## src/include/unwrap_macros.svh

```systemverilog
/* Burst unwrapper parameters
   Bus field widths and the depth of the outstanding-read length queue */

`ifndef UNWRAP_MACROS_SVH
`define UNWRAP_MACROS_SVH

// AXI read field widths
`define UNWRAP_ADDR_W 32
`define UNWRAP_DATA_W 32
`define UNWRAP_ID_W   4
`define UNWRAP_USER_W 2

// Upstream reads that may be outstanding at once
`define UNWRAP_LENQ_DEPTH 4

`endif

```

## src/hdl/unwrap_pkg.sv

```systemverilog
/* Burst unwrapper types
   AXI read field types, burst encoding and the AR channel struct */

`default_nettype none

`include "unwrap_macros.svh"

package unwrap_pkg;

  typedef logic [`UNWRAP_ADDR_W-1:0] addr_t;
  typedef logic [`UNWRAP_DATA_W-1:0] data_t;
  typedef logic [`UNWRAP_ID_W-1:0]   id_t;
  typedef logic [`UNWRAP_USER_W-1:0] user_t;

  // Beats in a burst are len + 1
  typedef logic [7:0] len_t;
  // log2 of the beat size in bytes
  typedef logic [2:0] size_t;
  typedef logic [1:0] resp_t;

  typedef enum logic [1:0] {
    FIXED = 2'd0,
    INCR  = 2'd1,
    WRAP  = 2'd2
  } burst_e;

  typedef struct packed {
    id_t    id;
    addr_t  addr;
    len_t   len;
    size_t  size;
    burst_e burst;
    user_t  user;
  } ar_chan_t;

endpackage

`default_nettype wire

```

## src/hdl/burst_len_if.sv

```systemverilog
/* Burst length link
   Carries upstream burst lengths from the AR splitter to the R tracker */

`timescale 1ns/10ps
`default_nettype none

interface burst_len_if import unwrap_pkg::*; ();

  // Producer side
  logic push;
  len_t push_len;
  logic full;

  // Consumer side
  len_t head_len;
  logic empty;
  logic pop;

  modport producer (output push, output push_len, input full);

  modport queue (input push, input push_len, input pop,
                 output full, output head_len, output empty);

  modport consumer (output pop, input head_len, input empty);

endinterface

`default_nettype wire

```

## src/hdl/ar_wrap_splitter.sv

```systemverilog
/* AR wrap splitter
   Turns upstream read requests into INCR bursts, splitting misaligned WRAPs in two */

`timescale 1ns/10ps
`default_nettype none

module ar_wrap_splitter import unwrap_pkg::*; (
  input  wire logic     clk_i,
  input  wire logic     arst_n_i,
  input  wire ar_chan_t ar_i,
  input  wire logic     ar_valid_i,
  output logic          ar_ready_o,
  output ar_chan_t      ar_o,
  output logic          ar_valid_o,
  input  wire logic     ar_ready_i,
  burst_len_if.producer len_q
);

  typedef enum logic {
    IDLE,
    BUSY
  } state_e;

  state_e   state_q, state_d;
  ar_chan_t second_q;
  logic     second_load;

  addr_t container_size;
  addr_t wrap_boundary;
  addr_t first_beats;
  addr_t second_beats;
  logic  split_needed;

  // ----------------------------------------------------------------------
  // Wrap geometry
  // ----------------------------------------------------------------------
  // Container is a power of two for legal WRAP lengths
  assign container_size = (addr_t'(ar_i.len) + addr_t'(1)) << ar_i.size;
  assign wrap_boundary  = ar_i.addr & ~(container_size - addr_t'(1));
  assign first_beats    = (wrap_boundary + container_size - ar_i.addr) >> ar_i.size;
  assign second_beats   = (ar_i.addr - wrap_boundary) >> ar_i.size;
  assign split_needed   = (ar_i.burst == WRAP) && (ar_i.addr != wrap_boundary);

  // ----------------------------------------------------------------------
  // Request control
  // ----------------------------------------------------------------------
  always_comb begin
    state_d        = state_q;
    second_load    = 1'b0;
    ar_o           = ar_i;
    ar_valid_o     = 1'b0;
    ar_ready_o     = 1'b0;
    len_q.push     = 1'b0;
    len_q.push_len = ar_i.len;

    case (state_q)
      IDLE: begin
        if (split_needed) begin
          // First part runs up to the top of the container
          ar_o.burst = INCR;
          ar_o.len   = len_t'(first_beats - addr_t'(1));
        end else if (ar_i.burst == WRAP) begin
          ar_o.burst = INCR;
        end
        // No offer without room to track the upstream burst
        if (ar_valid_i && !len_q.full) begin
          ar_valid_o = 1'b1;
          if (ar_ready_i) begin
            ar_ready_o = 1'b1;
            len_q.push = 1'b1;
            if (split_needed) begin
              second_load = 1'b1;
              state_d     = BUSY;
            end
          end
        end
      end
      BUSY: begin
        ar_o       = second_q;
        ar_valid_o = 1'b1;
        if (ar_ready_i) begin
          state_d = IDLE;
        end
      end
      default: begin
        state_d = IDLE;
      end
    endcase
  end

  always_ff @(posedge clk_i or negedge arst_n_i) begin
    if (!arst_n_i) begin
      state_q <= IDLE;
    end else begin
      state_q <= state_d;
    end
  end

  // Second part wraps back from the boundary to the start address
  always_ff @(posedge clk_i) begin
    if (second_load) begin
      second_q       <= ar_i;
      second_q.burst <= INCR;
      second_q.addr  <= wrap_boundary;
      second_q.len   <= len_t'(second_beats - addr_t'(1));
    end
  end

endmodule

`default_nettype wire

```

## src/hdl/burst_len_queue.sv

```systemverilog
/* Burst length queue
   In-order FIFO of upstream burst lengths for reads still in flight */

`timescale 1ns/10ps
`default_nettype none

`include "unwrap_macros.svh"

module burst_len_queue import unwrap_pkg::*; (
  input  wire logic  clk_i,
  input  wire logic  arst_n_i,
  burst_len_if.queue len_q
);

  localparam int unsigned DEPTH = `UNWRAP_LENQ_DEPTH;
  localparam int unsigned PTR_W = (DEPTH > 1) ? $clog2(DEPTH) : 1;
  localparam int unsigned CNT_W = $clog2(DEPTH + 1);

  len_t             mem [DEPTH];
  logic [PTR_W-1:0] wr_ptr_q;
  logic [PTR_W-1:0] rd_ptr_q;
  logic [CNT_W-1:0] count_q;

  assign len_q.full     = (count_q == CNT_W'(DEPTH));
  assign len_q.empty    = (count_q == '0);
  assign len_q.head_len = mem[rd_ptr_q];

  always_ff @(posedge clk_i) begin
    if (len_q.push) begin
      mem[wr_ptr_q] <= len_q.push_len;
    end
  end

  // Pointers wrap at the depth, which need not be a power of two
  always_ff @(posedge clk_i or negedge arst_n_i) begin
    if (!arst_n_i) begin
      wr_ptr_q <= '0;
      rd_ptr_q <= '0;
      count_q  <= '0;
    end else begin
      if (len_q.push) begin
        wr_ptr_q <= (wr_ptr_q == PTR_W'(DEPTH - 1)) ? '0 : wr_ptr_q + PTR_W'(1);
      end
      if (len_q.pop) begin
        rd_ptr_q <= (rd_ptr_q == PTR_W'(DEPTH - 1)) ? '0 : rd_ptr_q + PTR_W'(1);
      end
      case ({len_q.push, len_q.pop})
        2'b10:   count_q <= count_q + CNT_W'(1);
        2'b01:   count_q <= count_q - CNT_W'(1);
        default: count_q <= count_q;
      endcase
    end
  end

endmodule

`default_nettype wire

```

## src/hdl/r_last_tracker.sv

```systemverilog
/* R last tracker
   Counts read beats and rebuilds one last flag per upstream burst */

`timescale 1ns/10ps
`default_nettype none

module r_last_tracker import unwrap_pkg::*; (
  input  wire logic     clk_i,
  input  wire logic     arst_n_i,
  // Downstream handshake
  input  wire logic     r_valid_i,
  output logic          r_ready_o,
  // Upstream handshake
  output logic          r_valid_o,
  input  wire logic     r_ready_i,
  output logic          r_last_o,
  burst_len_if.consumer len_q
);

  len_t beat_cnt_q;
  logic xfer;

  // ----------------------------------------------------------------------
  // Handshake
  // ----------------------------------------------------------------------
  // Beats only pass while a tracked burst is open
  assign r_valid_o = r_valid_i && !len_q.empty;
  assign r_ready_o = r_ready_i && !len_q.empty;
  assign xfer      = r_valid_o && r_ready_i;

  // Final beat of the upstream burst, downstream last is not used
  assign r_last_o  = !len_q.empty && (beat_cnt_q == len_q.head_len);
  assign len_q.pop = xfer && r_last_o;

  // ----------------------------------------------------------------------
  // Beat counter
  // ----------------------------------------------------------------------
  always_ff @(posedge clk_i or negedge arst_n_i) begin
    if (!arst_n_i) begin
      beat_cnt_q <= '0;
    end else if (len_q.pop) begin
      beat_cnt_q <= '0;
    end else if (xfer) begin
      beat_cnt_q <= beat_cnt_q + len_t'(1);
    end
  end

endmodule

`default_nettype wire

```

## src/hdl/burst_unwrap_top.sv

```systemverilog
/* Burst unwrapper, read half
   Splits wrapping AR bursts into INCR bursts and restores R last upstream */

`timescale 1ns/10ps
`default_nettype none

module burst_unwrap_top import unwrap_pkg::*; (
  input  wire logic   clk_i,
  input  wire logic   arst_n_i,
  // Upstream AR
  input  wire id_t    s_ar_id_i,
  input  wire addr_t  s_ar_addr_i,
  input  wire len_t   s_ar_len_i,
  input  wire size_t  s_ar_size_i,
  input  wire burst_e s_ar_burst_i,
  input  wire user_t  s_ar_user_i,
  input  wire logic   s_ar_valid_i,
  output logic        s_ar_ready_o,
  // Upstream R
  output id_t         s_r_id_o,
  output data_t       s_r_data_o,
  output resp_t       s_r_resp_o,
  output logic        s_r_last_o,
  output user_t       s_r_user_o,
  output logic        s_r_valid_o,
  input  wire logic   s_r_ready_i,
  // Downstream AR
  output id_t         m_ar_id_o,
  output addr_t       m_ar_addr_o,
  output len_t        m_ar_len_o,
  output size_t       m_ar_size_o,
  output burst_e      m_ar_burst_o,
  output user_t       m_ar_user_o,
  output logic        m_ar_valid_o,
  input  wire logic   m_ar_ready_i,
  // Downstream R
  input  wire id_t    m_r_id_i,
  input  wire data_t  m_r_data_i,
  input  wire resp_t  m_r_resp_i,
  input  wire logic   m_r_last_i,
  input  wire user_t  m_r_user_i,
  input  wire logic   m_r_valid_i,
  output logic        m_r_ready_o
);

  ar_chan_t s_ar;
  ar_chan_t m_ar;

  burst_len_if len_link ();

  // ----------------------------------------------------------------------
  // AR path
  // ----------------------------------------------------------------------
  assign s_ar = '{
    id:    s_ar_id_i,
    addr:  s_ar_addr_i,
    len:   s_ar_len_i,
    size:  s_ar_size_i,
    burst: s_ar_burst_i,
    user:  s_ar_user_i
  };

  assign m_ar_id_o    = m_ar.id;
  assign m_ar_addr_o  = m_ar.addr;
  assign m_ar_len_o   = m_ar.len;
  assign m_ar_size_o  = m_ar.size;
  assign m_ar_burst_o = m_ar.burst;
  assign m_ar_user_o  = m_ar.user;

  ar_wrap_splitter ar_wrap_splitter_inst (
    .clk_i      (clk_i),
    .arst_n_i   (arst_n_i),
    .ar_i       (s_ar),
    .ar_valid_i (s_ar_valid_i),
    .ar_ready_o (s_ar_ready_o),
    .ar_o       (m_ar),
    .ar_valid_o (m_ar_valid_o),
    .ar_ready_i (m_ar_ready_i),
    .len_q      (len_link.producer)
  );

  burst_len_queue burst_len_queue_inst (
    .clk_i    (clk_i),
    .arst_n_i (arst_n_i),
    .len_q    (len_link.queue)
  );

  // ----------------------------------------------------------------------
  // R path
  // ----------------------------------------------------------------------
  // Payload flows straight through, m_r_last_i is left unused
  assign s_r_id_o   = m_r_id_i;
  assign s_r_data_o = m_r_data_i;
  assign s_r_resp_o = m_r_resp_i;
  assign s_r_user_o = m_r_user_i;

  r_last_tracker r_last_tracker_inst (
    .clk_i     (clk_i),
    .arst_n_i  (arst_n_i),
    .r_valid_i (m_r_valid_i),
    .r_ready_o (m_r_ready_o),
    .r_valid_o (s_r_valid_o),
    .r_ready_i (s_r_ready_i),
    .r_last_o  (s_r_last_o),
    .len_q     (len_link.consumer)
  );

endmodule

`default_nettype wire

```

## config.mk

```make
export PLATFORM = sky130hd
export DESIGN_NAME = burst_unwrap_top
export DESIGN_NICKNAME = d
export VERILOG_FILES = /design/src/hdl/unwrap_pkg.sv /design/src/hdl/burst_len_if.sv /design/src/hdl/ar_wrap_splitter.sv /design/src/hdl/burst_len_queue.sv /design/src/hdl/r_last_tracker.sv /design/src/hdl/burst_unwrap_top.sv
export VERILOG_INCLUDE_DIRS = /design/src /design/src/include
export SDC_FILE = /design/constraint.sdc
export NUM_CORES = 1
export LEC_CHECK = 0
export BUFFER_PORTS_ARGS = -buffer_cell sky130_fd_sc_hd__buf_2
export CORE_ASPECT_RATIO = 1.25
export CORE_UTILIZATION = 45
export DETAILED_ROUTE_END_ITERATION = 8
export GPL_TIMING_DRIVEN = 0
export PLACE_DENSITY = 0.7
export SYNTH_ARGS = -nofsm -noshare
export SYNTH_HDL_FRONTEND = slang
export SYNTH_SLANG_ARGS = --single-unit
```

## constraint.sdc

```tcl
create_clock -name clk_i -period 6.15 [get_ports clk_i]
set_clock_uncertainty 0.15 [all_clocks]
set_input_delay 0.3075 -clock clk_i [delete_from_list [all_inputs] [get_ports clk_i]]
set_output_delay 0.3075 -clock clk_i [all_outputs]
set_load 0.01 [all_outputs]
```

Word-level counts from Yosys, hierarchy flattened
Memories as Yosys holds them, arrays and structs flattened.
Index checks and enable logic that the tools add are counted.
{"block": "classes", "n_addsub": 12, "mul": 0, "n_div": 0, "magnitude_cmp": 0, "eq_ne": 8, "shifts": 3, "muxes": 26, "n_bitwise": 3, "reduce_logical": 12}
{"operator": "32-bit by 3-bit right shift with 8-bit output", "count": 2}
{"operator": "32-bit subtractor", "count": 2}
{"operator": "36-bit 2-to-1 mux", "count": 1}
{"operator": "32-bit adder", "count": 1}
{"operator": "32-bit bitwise AND", "count": 1}
{"operator": "32-bit inequality test", "count": 1}
{"operator": "32-bit NOT", "count": 1}
{"operator": "32-bit by 3-bit << shifter with 32-bit output", "count": 1}
{"operator": "32-bit by 1-bit subtractor with 32-bit output (second input constant)", "count": 1}
{"operator": "8-bit 2-to-1 mux", "count": 3}
{"operator": "8-bit case mux with 2 select lines", "count": 1}
{"operator": "8-bit by 1-bit subtractor with 8-bit output (second input constant)", "count": 2}
{"operator": "1-bit 2-to-1 mux", "count": 11}
{"operator": "2-bit 2-to-1 mux", "count": 5}
{"operator": "8-bit by 1-bit adder with 9-bit output (second input constant)", "count": 1}
{"operator": "8-bit by 1-bit adder with 8-bit output (second input constant)", "count": 1}
{"operator": "2-bit equality test (second input constant)", "count": 4}
{"operator": "8-bit equality test", "count": 1}
{"operator": "1-bit logical AND", "count": 7}
{"operator": "3-bit case mux with 2 select lines", "count": 1}
{"operator": "2-bit by 1-bit adder with 2-bit output (second input constant)", "count": 2}
{"operator": "1-bit case mux with 2 select lines", "count": 2}
{"operator": "2-bit case mux with 2 select lines", "count": 1}
{"operator": "2-bit nonzero test", "count": 2}
{"operator": "8 further kinds", "count": 9}
{"block": "totals", "reg_bits": 65, "latch_bits": 0, "ramBits": 32, "rom_bits": 0, "inputBits": 98, "output_inout_bits": 96, "mem_count": 1}
{"name": "burst_len_queue_inst.mem", "depth": 4, "width": 8, "read_ports": 1, "rd_ports_with_merged_regs": 0, "wr": 1, "line_no": "burst_len_queue.sv:19", "text": "len_t mem [DEPTH];"}

Longest topological paths before layout
{"block": "depth", "ltp_word": 11, "mapped_depth": 28}

Hierarchy
A second synthesis with hierarchy kept.
{"block": "unflattened", "cells_unflattened": 919, "hier_area_um2": 8715.9}
{"mod": "ar_wrap_splitter", "n_inst": 1, "cells_each": 740, "area_per_inst_um2": 6277.3}
{"mod": "burst_len_queue", "n_inst": 1, "cells_each": 80, "area_per_inst_um2": 1572.8}
{"mod": "r_last_tracker", "n_inst": 1, "cells_each": 59, "area_per_inst_um2": 565.5}
{"mod": "burst_unwrap_top", "n_inst": 1, "cells_each": 40, "area_per_inst_um2": 300.3}

Worst setup path after synthesis
OpenSTA, ideal clock, no wires.
{"block": "synth_timing", "kind": "input -> output", "from": "in s_ar_size_i[0]", "to": "out m_ar_len_o[6]", "arrival_time_ps": 5657, "required_time_ps": 5693, "path_slack_ps": 35, "cell_stages": 28, "n_path_buf": 5, "path_cell_list": "buf_4 > buf_6 > buf_2 > buf_1 > buf_4 > or3_1 > ha_1 > nor2b_1 > a22o_1 > xnor2_1 > nand2_1 > ha_1 > ha_1 > inv_1 > o21bai_1 > a2111oi_0 > nor2_1 > xnor2_1 > nor2_1 > a21oi_1 > a21o_1 > o21a_1 > ha_1 > nand3b_1 > nor3_1 > xor2_1 > mux2i_1 > o21ai_0"}
{"block": "synth_via", "elab_chain_cells": 10, "word_cells_on_any_way": 12, "classes_between": "add/sub: 4; eq/ne: 1; shift: 2; mux: 2; bitwise: 2; reduce/logical: 1"}
{"element": "start, declared", "line_no": "burst_unwrap_top.sv:14", "text": "input wire size_t s_ar_size_i,"}
{"element": "32-bit by 3-bit << shifter with 32-bit output", "line_no": "ar_wrap_splitter.sv:38", "text": "assign container_size = (addr_t'(ar_i.len) + addr_t'(1)) << ar_i.size;"}
{"element": "32-bit by 1-bit subtractor with 32-bit output", "line_no": "ar_wrap_splitter.sv:39", "text": "assign wrap_boundary = ar_i.addr & ~(container_size - addr_t'(1));"}
{"element": "32-bit NOT", "line_no": "ar_wrap_splitter.sv:39"}
{"element": "32-bit bitwise AND", "line_no": "ar_wrap_splitter.sv:39"}
{"element": "32-bit adder", "line_no": "ar_wrap_splitter.sv:40", "text": "assign first_beats = (wrap_boundary + container_size - ar_i.addr) >> ar_i.size;"}
{"element": "32-bit subtractor", "line_no": "ar_wrap_splitter.sv:40"}
{"element": "32-bit by 3-bit right shift with 8-bit output", "line_no": "ar_wrap_splitter.sv:40"}
{"element": "8-bit by 1-bit subtractor with 8-bit output", "line_no": "ar_wrap_splitter.sv:61", "text": "ar_o.len = len_t'(first_beats - addr_t'(1));"}
{"element": "8-bit 2-to-1 mux (*)", "line_no": "ar_wrap_splitter.sv:58", "text": "if (split_needed) begin"}
{"element": "8-bit case mux with 2 select lines (*)", "line_no": "ar_wrap_splitter.sv:56", "text": "case (state_q)"}
{"element": "end, declared", "line_no": "burst_unwrap_top.sv:30", "text": "output len_t m_ar_len_o,"}
Every way passes the cells marked *; elsewhere a longest branch is shown, timed or not.

Worst setup path after layout
{"block": "layout_timing", "from": "in s_ar_len_i[0]", "to": "out m_ar_len_o[7]"}
{"block": "layout_via", "elab_chain_cells": 11, "word_cells_on_any_way": 13, "classes_between": "add/sub: 5; eq/ne: 1; shift: 2; mux: 2; bitwise: 2; reduce/logical: 1"}
{"element": "start, declared", "line_no": "burst_unwrap_top.sv:13", "text": "input wire len_t s_ar_len_i,"}
{"element": "8-bit by 1-bit adder with 9-bit output (*)", "line_no": "ar_wrap_splitter.sv:38"}
{"element": "32-bit by 3-bit << shifter with 32-bit output (*)", "line_no": "ar_wrap_splitter.sv:38"}
{"element": "32-bit by 1-bit subtractor with 32-bit output", "line_no": "ar_wrap_splitter.sv:39"}
{"element": "32-bit NOT", "line_no": "ar_wrap_splitter.sv:39"}
{"element": "32-bit bitwise AND", "line_no": "ar_wrap_splitter.sv:39"}
{"element": "32-bit adder", "line_no": "ar_wrap_splitter.sv:40"}
{"element": "32-bit subtractor", "line_no": "ar_wrap_splitter.sv:40"}
{"element": "32-bit by 3-bit right shift with 8-bit output", "line_no": "ar_wrap_splitter.sv:40"}
{"element": "8-bit by 1-bit subtractor with 8-bit output", "line_no": "ar_wrap_splitter.sv:61"}
{"element": "8-bit 2-to-1 mux (*)", "line_no": "ar_wrap_splitter.sv:58"}
{"element": "8-bit case mux with 2 select lines (*)", "line_no": "ar_wrap_splitter.sv:56"}
Marked as above.

==> results.ini <==
[yosys]
synthCells=903
avgSynthCellArea_sq_um=9.39
synth_nets=1039
ys_seq_area_share_pct=33.4
dominantRegCellSynth=edfxtp_1
yosysWarnings=0
async_flop_share_pct=16.5
yosysUniqueCellTypes=89
synth_edf_count=81
syn_area_sq_mm=0.00848
ys_seq_elements=97

[routing]
num_vias=7784
viasPerCell=5.81
drcViolationCount=38
wire_per_inst_um=18.9
drt_iter0_markers=611
first_pass_iters=8
antenna_left=0
drt_wl_total_um=25300

[place]
gp_congestion=0.939
dp_hpwl_um=18900
place_area_sq_mm=0.00955
place_ws_ps=-1320
portBuffers=152

[floorplanning]
start_util_pct=46.3
core_region_area_sq_mm=0.0183
die_h_um=156
num_io_pins=194
die_area_sq_mm=0.0194
row_count=55
chipWidth_um=125

[cts]
cts_tree=built
insertion_delay_ps=350
cts.sink_count=97
clk_path_buf_depth=2
cts.htree.levels=3
clkSlewWorstSetupHoldPaths_ps=70
root_buffer=clkbuf_16
numCtsBuffers=9

[power]
max-vdd-ir-drop_uv=140
leakagePower_nw=4.34
powerDensity_mw_per_mm2=242

[status]
violations=design-rule violations
status=finished, violations left

[timing]
hold_viol=0
fmax_ghz=0.165
slew_violations=0
finalCriticalPeriod_ps=6060
setup_slack_ps=91.0
final.period_utilization_pct=98.5
setup_viol=0
worst_pin_slew_ps=1160
maxSlewHeadroom_pct=22.2

[finish]
post-route-util_pct=58.9
fin_area_sq_mm=0.0108
layout_commonest_cell=buf_2
area_growth_pct=27.1
drive_gt1_share_pct=37.4
layout.nets=1242
layout_common_cells=buf_2 (156), edfxtp_1 (81), buf_4 (80), nand2_1 (78), nor2_1 (54)

[grt]
antenna_found_initial=1
grtUsageTotal_pct=25.8
grt-ovfl-total=0
grt_max_degree=28
grt_pass1_vias=7283
grt_pass1_wl_um=39000

[critical_path]
end_kind=output pin
cpMaxStageDelayCell=o31ai_4
critPathRequiredTime_ps=5690
max_stage_delay_ps=380
worstPathMaxFanout=8
critPathKind=input pin to output pin
worstPathArrival_ps=5600
cp-start-kind=input pin

[run]
drv_cap=0

[worst_hold_path]
hold_class=input pin to flip-flop

## power by group
| group | total, mW | switching, mW | leakage, nW | internal (mW) |
|---|---|---|---|---|
| logic | 1.19 | 0.657 | 3.26 | 0.538 |
| clock network | 0.580 | 0.274 | 0.148 | 0.306 |
| registers | 0.831 | 0.0467 | 0.934 | 0.784 |
| total | 2.61 | 0.978 | 4.34 | 1.63 |
## routing by layer
metal	wire (um)	up-vias	part of all wire, %	track usage, %
met3	1540	58	6.1	3.75
met4	1110	0	4.4	12.3
met2	12500	334	49	45.6
li1	-	3698	-	-
met1	10200	3694	40	31.0
met5	0	-	0	0
## registers in the layout (all words and copies together), names as in the netlist
register,cells
ar_wrap_splitter_inst.second_q,49
ar_wrap_splitter_inst.state_q,1
burst_len_queue_inst.count_q,3
burst_len_queue_inst.mem,32
burst_len_queue_inst.rd_ptr_q,2
burst_len_queue_inst.wr_ptr_q,2
r_last_tracker_inst.beat_cnt_q,8
## path summary, 6_finish.rpt
kind / from / to / slack, ps / depth (start not counted)
max: s_ar_len_i[0] / m_ar_len_o[7] / 90 / 26
min: s_ar_id_i[2] / ar_wrap_splitter_inst.second_q[49]$_DFFE_PP_ / 4 / 1
max reg2reg: burst_len_queue_inst.rd_ptr_q[0]$_DFFE_PN0P_ / burst_len_queue_inst.count_q[2]$_DFFE_PN0P_ / 1940 / 13
min reg2reg: burst_len_queue_inst.count_q[0]$_DFFE_PN0P_ / burst_len_queue_inst.count_q[0]$_DFFE_PN0P_ / 360 / 1
max in group asynchronous: arst_n_i / ar_wrap_splitter_inst.state_q$_DFF_PN0_ / 5320 / 2
min in group asynchronous: arst_n_i / r_last_tracker_inst.beat_cnt_q[4]$_DFFE_PN0P_ / 250 / 2
## kinds of logic (layout without fill, tap and decap cells)
| logic type | Yosys count | in the layout | synth area share [%] |
|---|---|---|---|
| AND/OR/NAND/NOR | 308 | 308 | 19.5 |
| AO/OA/AOI/OAI | 206 | 206 | 16.8 |
| buffers and inverters | 125 | 333 | 7.77 |
| flip-flops | 97 | 97 | 33.4 |
| multiplexers | 69 | 69 | 10.4 |
| XOR/XNOR | 60 | 60 | 6.28 |
| adder cells (fa/ha/maj) | 38 | 38 | 5.78 |
| other | 0 | 1 | 0 |
## cell usage after synthesis, types with 21 or more instances
library cell  number  area, sq um
and2_1            28          175
mux2_2            39          439
buf_4             43          323
clkbuf_1          26         97.6
nor2_1            57          214
inv_1             33          124
nor3_1            23          115
xor2_1            21          184
o21ai_0           49          245
ha_1              36          450
a21oi_1           38          190
xnor2_1           38          333
nand2_1           80          300
edfxtp_1          81         2430
## final cells by class
cell class | instances | area, sq um
Fill cell | 1545 | 7520
Multi-Input combinational cell | 681 | 5560
Sequential cell | 97 | 2830
Timing Repair Buffer | 197 | 1130
Buffer | 85 | 541
Tap cell | 228 | 285
Clock buffer | 11 | 254
Inverter | 35 | 131
Clock inverter | 5 | 42.5
Antenna cell | 1 | 2.50
## critical path, delay by kind of cell
kind	cells	cell delay [ps]
AO/OA/AOI/OAI	9	2070
AND/OR/NAND/NOR	5	820
adder cells (fa/ha/maj)	3	780
multiplexers	2	560
buffers and inverters	4	550
XOR/XNOR	3	510
## per-stage QoR
stage / setup TNS (ps) / cells / hold WS [ps] / total power [mW]
global route: -137 / 1340 / 7.70 / 2.74
CTS: 0 / 1317 / 0.614 / 2.51
floorplan: 0 / 903 / -138 / 1.54
detailed placement: -8310 / 1284 / 96.0 / 1.83
finish: 0 / 1340 / 3.59 / 2.61
global placement: -56430 / 1283 / 99.6 / 1.82
## timing repair
action	in CTS	in global routing
hold buffers	7	0
gates resized for setup	69	51
endpoints found under the hold margin	22	0
endpoints found under the setup margin	8	7
cloned	0	0
pin swaps	15	32
buffers inserted	13	24
Note: power is estimated with default switching activity, not from simulation.
